## src/hdl/params_pkg.sv

```systemverilog
`default_nettype none

package params_pkg;

  localparam int ADDR_WIDTH    = 8;     // instruction address, word index
  localparam int DATA_WIDTH    = 16;    // register and alu width
  localparam int MEM_SIZE      = 256;   // instruction words
  localparam int REG_COUNT     = 8;
  localparam int REG_IDX_WIDTH = $clog2(REG_COUNT);

  // pc value the core starts fetching from
  localparam int RESET_PC      = 1;

  typedef logic [ADDR_WIDTH-1:0]    addr_t;
  typedef logic [DATA_WIDTH-1:0]    data_t;
  typedef logic [REG_IDX_WIDTH-1:0] reg_idx_t;

endpackage : params_pkg

`default_nettype wire

```

## src/hdl/isa_pkg.sv

```systemverilog
`default_nettype none

package isa_pkg;

  import params_pkg::*;

  localparam int OPCODE_WIDTH = 4;
  localparam int IMM_WIDTH    = 6;

  typedef logic [DATA_WIDTH-1:0]          instruction_t;  // same width as data_t
  typedef logic signed [IMM_WIDTH-1:0]    imm6_t;

  // BEQ compares the registers named by rd and rs1, imm6 is the pc offset
  typedef enum logic [OPCODE_WIDTH-1:0] {
    NOP  = 4'h0,
    ADD  = 4'h1,
    SUB  = 4'h2,
    AND  = 4'h3,
    XOR  = 4'h4,
    ADDI = 4'h5,   // rd = rs1 + sext(imm6)
    BEQ  = 4'h6,
    JMP  = 4'h7    // pc = jaddr
  } opcode_t;

  typedef struct packed {
    logic     valid;
    reg_idx_t rd;
    data_t    data;
  } wb_t;

  function automatic opcode_t opcode_of(instruction_t instr);
    return opcode_t'(instr[15:12]);
  endfunction

  function automatic reg_idx_t rd_of(instruction_t instr);
    return instr[11:9];
  endfunction

  function automatic reg_idx_t rs1_of(instruction_t instr);
    return instr[8:6];
  endfunction

  function automatic reg_idx_t rs2_of(instruction_t instr);
    return instr[5:3];
  endfunction

  function automatic imm6_t imm6_of(instruction_t instr);
    return imm6_t'(instr[5:0]);
  endfunction

  function automatic addr_t jaddr_of(instruction_t instr);
    return instr[7:0];
  endfunction

endpackage : isa_pkg

`default_nettype wire

```

## src/hdl/core_top.sv

```systemverilog
`timescale 1ns/10ps
`default_nettype none

module core_top (
  input  wire logic                  clk_i,
  input  wire logic                  rst_i,
  input  wire logic                  load_we_i,
  input  wire params_pkg::addr_t     load_addr_i,
  input  wire isa_pkg::instruction_t load_data_i,
  output isa_pkg::wb_t               wb_o,
  output logic                       retire_valid_o,
  output params_pkg::addr_t          retire_pc_o,
  output logic                       branch_taken_o,
  output logic                       is_jump_o
);

  import params_pkg::*;
  import isa_pkg::*;

  logic         mem_busy;
  logic         rd_req_valid;
  addr_t        mem_req_addr;
  logic         instr_valid;
  instruction_t mem_instr;

  logic         dec_valid;
  addr_t        dec_pc;
  instruction_t dec_instr;

  reg_idx_t     rs1;
  reg_idx_t     rs2;
  data_t        rs1_data;
  data_t        rs2_data;

  addr_t        branch_target;
  addr_t        jump_addr;

  fetch_stage u_fetch (
    .clk_i              (clk_i),
    .rst_i              (rst_i),
    .mem_req_i          (mem_busy),
    .alu_branch_taken_i (branch_taken_o),
    .is_jump_i          (is_jump_o),
    .pc_branch_offset_i (branch_target),
    .jump_address_i     (jump_addr),
    .instr_valid_i      (instr_valid),
    .instr_i            (mem_instr),
    .rd_req_valid_o     (rd_req_valid),
    .dec_valid_o        (dec_valid),
    .mem_req_addr_o     (mem_req_addr),
    .dec_pc_o           (dec_pc),
    .instruction_o      (dec_instr)
  );

  imem u_imem (
    .clk_i         (clk_i),
    .rst_i         (rst_i),
    .load_we_i     (load_we_i),
    .load_addr_i   (load_addr_i),
    .load_data_i   (load_data_i),
    .rd_req_i      (rd_req_valid),
    .rd_addr_i     (mem_req_addr),
    .busy_o        (mem_busy),
    .instr_valid_o (instr_valid),
    .instr_o       (mem_instr)
  );

  regfile u_regfile (
    .clk_i      (clk_i),
    .rst_i      (rst_i),
    .rs1_i      (rs1),
    .rs2_i      (rs2),
    .rs1_data_o (rs1_data),
    .rs2_data_o (rs2_data),
    .wb_i       (wb_o)
  );

  execute_unit u_execute (
    .clk_i           (clk_i),
    .rst_i           (rst_i),
    .dec_valid_i     (dec_valid),
    .instruction_i   (dec_instr),
    .dec_pc_i        (dec_pc),
    .rs1_o           (rs1),
    .rs2_o           (rs2),
    .rs1_data_i      (rs1_data),
    .rs2_data_i      (rs2_data),
    .wb_o            (wb_o),
    .retire_valid_o  (retire_valid_o),
    .retire_pc_o     (retire_pc_o),
    .branch_taken_o  (branch_taken_o),
    .is_jump_o       (is_jump_o),
    .branch_target_o (branch_target),
    .jump_addr_o     (jump_addr)
  );

endmodule : core_top

`default_nettype wire

```

## src/hdl/execute_unit.sv

```systemverilog
`timescale 1ns/10ps
`default_nettype none

module execute_unit (
  input  wire logic                  clk_i,
  input  wire logic                  rst_i,
  input  wire logic                  dec_valid_i,
  input  wire isa_pkg::instruction_t instruction_i,
  input  wire params_pkg::addr_t     dec_pc_i,
  output params_pkg::reg_idx_t       rs1_o,
  output params_pkg::reg_idx_t       rs2_o,
  input  wire params_pkg::data_t     rs1_data_i,
  input  wire params_pkg::data_t     rs2_data_i,
  output isa_pkg::wb_t               wb_o,
  output logic                       retire_valid_o,
  output params_pkg::addr_t          retire_pc_o,
  output logic                       branch_taken_o,
  output logic                       is_jump_o,
  output params_pkg::addr_t          branch_target_o,
  output params_pkg::addr_t          jump_addr_o
);

  import params_pkg::*;
  import isa_pkg::*;

  opcode_t  op;
  reg_idx_t rd;
  imm6_t    imm6;
  addr_t    jaddr;
  data_t    imm_data;
  addr_t    imm_addr;
  addr_t    branch_target_d;
  data_t    alu_result;
  logic     alu_op;
  logic     operands_eq;
  logic     wb_valid_d;

  assign op    = opcode_of(instruction_i);
  assign rd    = rd_of(instruction_i);
  assign imm6  = imm6_of(instruction_i);
  assign jaddr = jaddr_of(instruction_i);

  assign rs1_o = rs1_of(instruction_i);
  assign rs2_o = (op == BEQ) ? rd : rs2_of(instruction_i);  // beq reads rd as second operand

  assign imm_data = {{(DATA_WIDTH - IMM_WIDTH){imm6[IMM_WIDTH-1]}}, imm6};
  assign imm_addr = {{(ADDR_WIDTH - IMM_WIDTH){imm6[IMM_WIDTH-1]}}, imm6};

  assign branch_target_d = dec_pc_i + imm_addr;   // wraps at MEM_SIZE
  assign operands_eq     = (rs1_data_i == rs2_data_i);

  always_comb begin
    alu_result = '0;
    alu_op     = 1'b1;
    case (op)
      ADD:     alu_result = rs1_data_i + rs2_data_i;
      SUB:     alu_result = rs1_data_i - rs2_data_i;
      AND:     alu_result = rs1_data_i & rs2_data_i;
      XOR:     alu_result = rs1_data_i ^ rs2_data_i;
      ADDI:    alu_result = rs1_data_i + imm_data;
      default: alu_op     = 1'b0;   // nop, beq, jmp and unused codes
    endcase
  end

  assign wb_valid_d = dec_valid_i && alu_op && (rd != '0);

  always_ff @(posedge clk_i) begin
    if (!rst_i) begin
      wb_o.valid     <= 1'b0;
      retire_valid_o <= 1'b0;
      branch_taken_o <= 1'b0;
      is_jump_o      <= 1'b0;
    end else begin
      wb_o.valid     <= wb_valid_d;
      retire_valid_o <= dec_valid_i;
      branch_taken_o <= dec_valid_i && (op == BEQ) && operands_eq;
      is_jump_o      <= dec_valid_i && (op == JMP);
    end

    if (dec_valid_i) begin
      wb_o.rd         <= rd;
      wb_o.data       <= alu_result;
      retire_pc_o     <= dec_pc_i;
      branch_target_o <= branch_target_d;
      jump_addr_o     <= jaddr;
    end
  end

endmodule : execute_unit

`default_nettype wire

```

## src/hdl/fetch_stage.sv

```systemverilog
`timescale 1ns/10ps
`default_nettype none

module fetch_stage (
  input  wire logic                  clk_i,
  input  wire logic                  rst_i,
  input  wire logic                  mem_req_i,           // imem busy, hold the request
  input  wire logic                  alu_branch_taken_i,
  input  wire logic                  is_jump_i,
  input  wire params_pkg::addr_t     pc_branch_offset_i,  // resolved branch target
  input  wire params_pkg::addr_t     jump_address_i,
  input  wire logic                  instr_valid_i,
  input  wire isa_pkg::instruction_t instr_i,
  output logic                       rd_req_valid_o,
  output logic                       dec_valid_o,
  output params_pkg::addr_t          mem_req_addr_o,
  output params_pkg::addr_t          dec_pc_o,
  output isa_pkg::instruction_t      instruction_o
);

  import params_pkg::*;
  import isa_pkg::*;

  typedef enum logic [1:0] {
    IDLE,
    MEM_REQ,
    MEM_WAIT,
    FLUSH
  } state_t;

  state_t state_q;
  state_t state_d;
  addr_t  pc_q;
  addr_t  pc_d;
  addr_t  next_pc;
  addr_t  target_q;       // captured branch or jump target
  addr_t  redirect_pc;
  logic   redirect;
  logic   dec_valid_d;

  assign redirect       = alu_branch_taken_i | is_jump_i;
  assign redirect_pc    = alu_branch_taken_i ? pc_branch_offset_i : jump_address_i;  // branch wins
  assign next_pc        = pc_q + 1'b1;   // wraps at MEM_SIZE
  assign mem_req_addr_o = pc_q;

  always_comb begin
    state_d        = state_q;
    pc_d           = pc_q;
    rd_req_valid_o = 1'b0;
    dec_valid_d    = 1'b0;

    case (state_q)
      IDLE: begin
        state_d = MEM_REQ;
      end
      MEM_REQ: begin
        if (redirect) begin
          pc_d = redirect_pc;       // stalled, nothing in flight to drain
        end else if (!mem_req_i) begin
          rd_req_valid_o = 1'b1;
          state_d        = MEM_WAIT;
        end
      end
      MEM_WAIT: begin
        if (redirect) begin
          if (instr_valid_i) begin  // word already back, drop it now
            pc_d    = redirect_pc;
            state_d = MEM_REQ;
          end else begin
            state_d = FLUSH;
          end
        end else if (instr_valid_i) begin
          dec_valid_d = 1'b1;
          pc_d        = next_pc;
          state_d     = MEM_REQ;
        end
      end
      FLUSH: begin
        if (instr_valid_i) begin    // stale word is discarded here
          pc_d    = target_q;
          state_d = MEM_REQ;
        end
      end
      default: begin
        state_d = IDLE;
      end
    endcase
  end

  always_ff @(posedge clk_i) begin
    if (!rst_i) begin
      state_q     <= IDLE;
      pc_q        <= addr_t'(RESET_PC);
      dec_valid_o <= 1'b0;
    end else begin
      state_q     <= state_d;
      pc_q        <= pc_d;
      dec_valid_o <= dec_valid_d;
    end
  end

  always_ff @(posedge clk_i) begin
    if (redirect) begin
      target_q <= redirect_pc;
    end
    if (dec_valid_d) begin
      dec_pc_o      <= pc_q;
      instruction_o <= instr_i;
    end
  end

endmodule : fetch_stage

`default_nettype wire

```

## src/hdl/imem.sv

```systemverilog
`timescale 1ns/10ps
`default_nettype none

module imem (
  input  wire logic                  clk_i,
  input  wire logic                  rst_i,
  input  wire logic                  load_we_i,
  input  wire params_pkg::addr_t     load_addr_i,
  input  wire isa_pkg::instruction_t load_data_i,
  input  wire logic                  rd_req_i,
  input  wire params_pkg::addr_t     rd_addr_i,
  output logic                       busy_o,
  output logic                       instr_valid_o,
  output isa_pkg::instruction_t      instr_o
);

  import params_pkg::*;
  import isa_pkg::*;

  instruction_t mem_q [MEM_SIZE];
  addr_t        rd_addr_q;
  logic         rd_pend_q;     // first read stage holds an address
  logic         load_we_q;

  // load port, independent of reset
  always_ff @(posedge clk_i) begin
    if (load_we_i) begin
      mem_q[load_addr_i] <= load_data_i;
    end
  end

  always_ff @(posedge clk_i) begin
    if (!rst_i) begin
      rd_pend_q     <= 1'b0;
      instr_valid_o <= 1'b0;
      load_we_q     <= 1'b0;
    end else begin
      rd_pend_q     <= rd_req_i;
      instr_valid_o <= rd_pend_q;
      load_we_q     <= load_we_i;
    end
  end

  always_ff @(posedge clk_i) begin
    if (rd_req_i) begin
      rd_addr_q <= rd_addr_i;           // stage 1
    end
    if (rd_pend_q) begin
      instr_o <= mem_q[rd_addr_q];      // stage 2
    end
  end

  assign busy_o = load_we_i | load_we_q;  // write cycle plus one

endmodule : imem

`default_nettype wire

```

## src/hdl/regfile.sv

```systemverilog
`timescale 1ns/10ps
`default_nettype none

module regfile (
  input  wire logic                clk_i,
  input  wire logic                rst_i,
  input  wire params_pkg::reg_idx_t rs1_i,
  input  wire params_pkg::reg_idx_t rs2_i,
  output params_pkg::data_t        rs1_data_o,
  output params_pkg::data_t        rs2_data_o,
  input  wire isa_pkg::wb_t        wb_i
);

  import params_pkg::*;

  data_t regs_q [REG_COUNT];
  logic  wr_en;

  assign wr_en = wb_i.valid && (wb_i.rd != '0);   // r0 is read only

  always_ff @(posedge clk_i) begin
    if (!rst_i) begin
      for (int i = 0; i < REG_COUNT; i++) begin
        regs_q[i] <= '0;
      end
    end else if (wr_en) begin
      regs_q[wb_i.rd] <= wb_i.data;
    end
  end

  // writeback lands before the next decode, no bypass path
  assign rs1_data_o = (rs1_i == '0) ? '0 : regs_q[rs1_i];
  assign rs2_data_o = (rs2_i == '0) ? '0 : regs_q[rs2_i];

endmodule : regfile

`default_nettype wire

```

## config.mk

```make
export PLATFORM = sky130hd
export DESIGN_NAME = core_top
export DESIGN_NICKNAME = d
export VERILOG_FILES = /design/src/hdl/params_pkg.sv /design/src/hdl/isa_pkg.sv /design/src/hdl/core_top.sv /design/src/hdl/execute_unit.sv /design/src/hdl/fetch_stage.sv /design/src/hdl/imem.sv /design/src/hdl/regfile.sv
export SDC_FILE = /design/constraint.sdc
export NUM_CORES = 2
export LEC_CHECK = 0
export BUFFER_PORTS_ARGS = -buffer_cell sky130_fd_sc_hd__buf_2
export CORE_MARGIN = 5
export CORE_UTILIZATION = 40
export DETAILED_ROUTE_END_ITERATION = 10
export MAX_ROUTING_LAYER = met4
export PLACE_DENSITY = 0.62
export SYNTH_ARGS = -nofsm -noshare
export SYNTH_HDL_FRONTEND = slang
export SYNTH_MEMORY_MAX_BITS = 65536
export SYNTH_SLANG_ARGS = --single-unit
```

## constraint.sdc

```tcl
create_clock -name clk_i -period 6.3 [get_ports clk_i]
set_clock_uncertainty 0.15 [all_clocks]
set_input_delay 0 -clock clk_i [delete_from_list [all_inputs] [get_ports clk_i]]
set_output_delay 0 -clock clk_i [all_outputs]
set_load 0.005 [all_outputs]
```

==> results.md <==
* Largest area contributor in the netlist: edfxtp_1
* Final setup fails at 0
* Vias per cell at 5.86
* Remaining Overflow, GRT at 0
* Slew @ Worst Pin at 1.42 ns
* Synth top area share at 77.1%
* Min-delay worst type: in -> reg
* Die Width at 659 µm
* Outcome: finished clean
* Number of I/O port buffers at 57
* Cell leakage power at 60.0 nW
* Number of synthesized flops with an enable pin at 4323
* Setup Fix Bufs, Post-CTS at 0
* Largest net degree at the start of global routing at 181
* Area Overhead vs Synth at 13.8%
* Mean Syn Cell Area at 21.7 µm²
* GP Congestion at 0.869
* Drt first pass iters at 6
* RSZ-0062 raised after global routing: no
* Initial Util at 40.1%
* Mapped cell area at 0.168 mm²
* Max Cap Viol at 0
* Core area at 0.420 mm²
* Critical path class: reg -> reg
* Global-route wire length before repair at 619 mm
* Final WL at 433 mm
* Met1 usage at 27.7%
* Setup tns final at 0 ns
* H-tree levels at 5
* CTS tree: built
* I/O pins at 58
* Final net count at 8333
* Crit path capture type: flip-flop
* Worst VDD drop at 240 µV
* Rows at 238
* Critical path required time at 6.88 ns
* Global routing's busiest layer: met2
* Initial DRC count at 10140
* Pwr Density at 305 mW/mm²
* Cts bufs inserted at 428
* Clock sink count at 4344
* CTS-repair resized insts at 0
* Mapped Cells at 7775
* Highest clock rate at 173 MHz
* Share of cells above drive strength 1 at 26.1%
* GRT Total Usage at 20.1%
* Vias at 82783
* Pre-CTS WS at 0.634 ns
* Die ar. at 0.434 mm²
* Period utilization at 91.8%
* Grt met2 use at 31.3%
* Warning count from the yosys run at 0
* Final Hold Fails at 0
* Register area share after synthesis at 77.4%
* Clk_lat worst skew at 0.99 ns
* Slew Viols, Final at 0
* Area contributors post-synth: edfxtp_1 77%, mux4_2 14%, a22oi_1 2.4%
* Vias in the first global route at 83314
* Predominant post-synthesis flop cell: edfxtp_1
* # DRC at 0
* Antenna violations before repair at 25
* Final antenna-violating net count at 0
* CTS root buf: clkbuf_16
* Worst EP arrival at 6.36 ns
* Asr flop ratio synth at 0%
* Setup ws final at 0.519 ns
* Normalized max-slew margin at 4.17%
* Tot Pwr at 58.5 mW
* DIE HEIGHT at 659 µm
* Drt wl/cell at 30.6 µm
* Tmin final at 5.78 ns
* CTS Buffer Depth at 4
* Post-synthesis register bit count at 4344
* Synth cell count leaders: 4323 x edfxtp_1, 1068 x mux4_2, 531 x a22oi_1, 322 x nor2_1, 310 x a21oi_1
* CP Max Fanout at 8
* DP HPWL at 254 mm
* Startpoint Class: flip-flop
* Most common cell in the netlist: edfxtp_1
* Met3 global-route usage at 3.50%
* Netlist cell types at 75
* Clk slew on worst S/H paths at 0.06 ns
area by class of cell:
cell class                      count  area (µm²)
Timing Repair Buffer              486        4360
Clock buffer                      526       11300
Multi-Input combinational cell   2937       36300
Clock inverter                    247        2220
Antenna cell                       15        37.5
Inverter                           49         184
Sequential cell                  4344      130000
Fill cell                       34491      228000
Tap cell                         5520        6910
cell usage in the layout (no fill, tap or decap), drive strengths merged, types with 4 or more instances in the layout:
| cell type | synthesis | routed |
|---|---|---|
| o211ai | 6 | 6 |
| bufinv | 0 | 32 |
| a221oi | 8 | 8 |
| o21bai | 8 | 8 |
| clkbuf | 283 | 526 |
| xnor2 | 15 | 15 |
| a22oi | 532 | 532 |
| nor4 | 68 | 68 |
| xor2 | 11 | 11 |
| clkinv | 1 | 195 |
| nor2 | 322 | 322 |
| a211oi | 4 | 4 |
| a21o | 12 | 12 |
| nor2b | 15 | 15 |
| mux2 | 17 | 17 |
| or2 | 25 | 25 |
| o21ai | 40 | 40 |
| ha | 57 | 57 |
| a21oi | 318 | 318 |
| buf | 177 | 454 |
| mux4 | 1078 | 1078 |
| edfxtp | 4323 | 4323 |
| o21a | 6 | 6 |
| diode | 0 | 15 |
| inv | 48 | 59 |
| mux2i | 29 | 29 |
| o22ai | 36 | 36 |
| conb | 1 | 16 |
| dlygate4sd3 | 0 | 32 |
| a31oi | 5 | 5 |
| and3 | 5 | 5 |
| dfxtp | 21 | 21 |
| nand2b | 17 | 17 |
| and2 | 117 | 117 |
| nand4 | 15 | 15 |
| a221o | 4 | 4 |
| nor3 | 17 | 17 |
| nand3 | 28 | 28 |
| clkinvlp | 0 | 10 |
| nand2 | 65 | 65 |
flip-flops by register name, indices dropped and copies added, names as in the netlist, 2 cells and up, named ones only:
name	count
u_execute.jump_addr_o	8
u_execute.wb_o	20
u_fetch.mem_req_addr_o	8
u_regfile.regs_q	128
u_execute.retire_pc_o	8
u_execute.branch_target_o	8
u_imem.instr_o	16
u_fetch.state_q	2
u_imem.rd_addr_q	8
u_fetch.dec_pc_o	8
u_fetch.instruction_o	16
u_fetch.target_q	8
u_imem.mem_q	4096
critical path, stage by stage (launching register included):
cell       delay [ns]
edfxtp_1         0.54
nor4bb_4         0.63
mux2i_1          0.65
mux4_2           0.58
a22oi_1          0.46
a21oi_1          0.14
ha_1             0.36
a2111o_1         0.44
a2111oi_0        0.51
a21boi_0         0.39
nor3_1           0.12
o2111ai_1        0.19
a21oi_1          0.10
a211o_1          0.28
cell families (layout without fill, tap and decap cells):
kind of cell	Yosys count	in the layout	share of synthesized area, %
compound gates	1004	1004	3.98
xor+xnor	26	26	0.135
fa+ha+maj	60	60	0.459
buf+inv	509	1308	1.29
flops	4344	4344	77.4
mux	1124	1124	14.7
other cells	1	31	0.00223
simple gates	707	707	2.04
power by group:
group,total (mW),leakage (nW),switching (mW),internal [mW]
logic,1.82,14.1,1.31,0.510
clock network,24.7,6.63,10.7,14.1
registers,31.9,39.2,0.0484,31.9
stage by stage:
| stage | cell area [µm²] | hold slack (ns) | instances | utilization, % |
|---|---|---|---|---|
| 6_report | 192000 | 0.0294 | 14124 | 45.6 |
| 2_1_floorplan | 168000 | -0.0511 | 7790 | - |
| 4_1_cts | 192000 | 0.00757 | 14109 | 45.6 |
| 3_3_place_gp | 178000 | 0.168 | 13304 | 42.3 |
| 3_5_place_dp | 178000 | 0.181 | 13304 | 42.3 |
| 5_1_grt | 192000 | 0.0532 | 14119 | 45.6 |
path summary, 6_finish.rpt:
kind | from | end | slack, ns | cells after the start
setup / recovery | u_fetch.instruction_o[15]$_DFFE_PP_ | u_execute.wb_o[15]$_DFFE_PP_ | 0.52 | 13
hold / removal | load_data_i[15] | u_imem.mem_q[208][15]$_DFFE_PP_ | 0.03 | 2
hold reg to reg | u_imem.instr_o[14]$_DFFE_PP_ | u_fetch.instruction_o[14]$_DFFE_PP_ | 0.30 | 0
setup reg to reg | u_fetch.instruction_o[15]$_DFFE_PP_ | u_execute.wb_o[15]$_DFFE_PP_ | 0.52 | 13
layer usage:
metal / share of wire, % / wire, µm
met5: 0 / 0
met4: 2.9 / 12700
met3: 8.1 / 35300
met2: 48 / 209000
met1: 41 / 176000
repair_timing:
action	in CTS	in global routing
hold buffers	32	0
setup endpoints to repair	0	0
hold endpoints to repair	4435	0
Note: power is estimated with default switching activity, not from simulation.
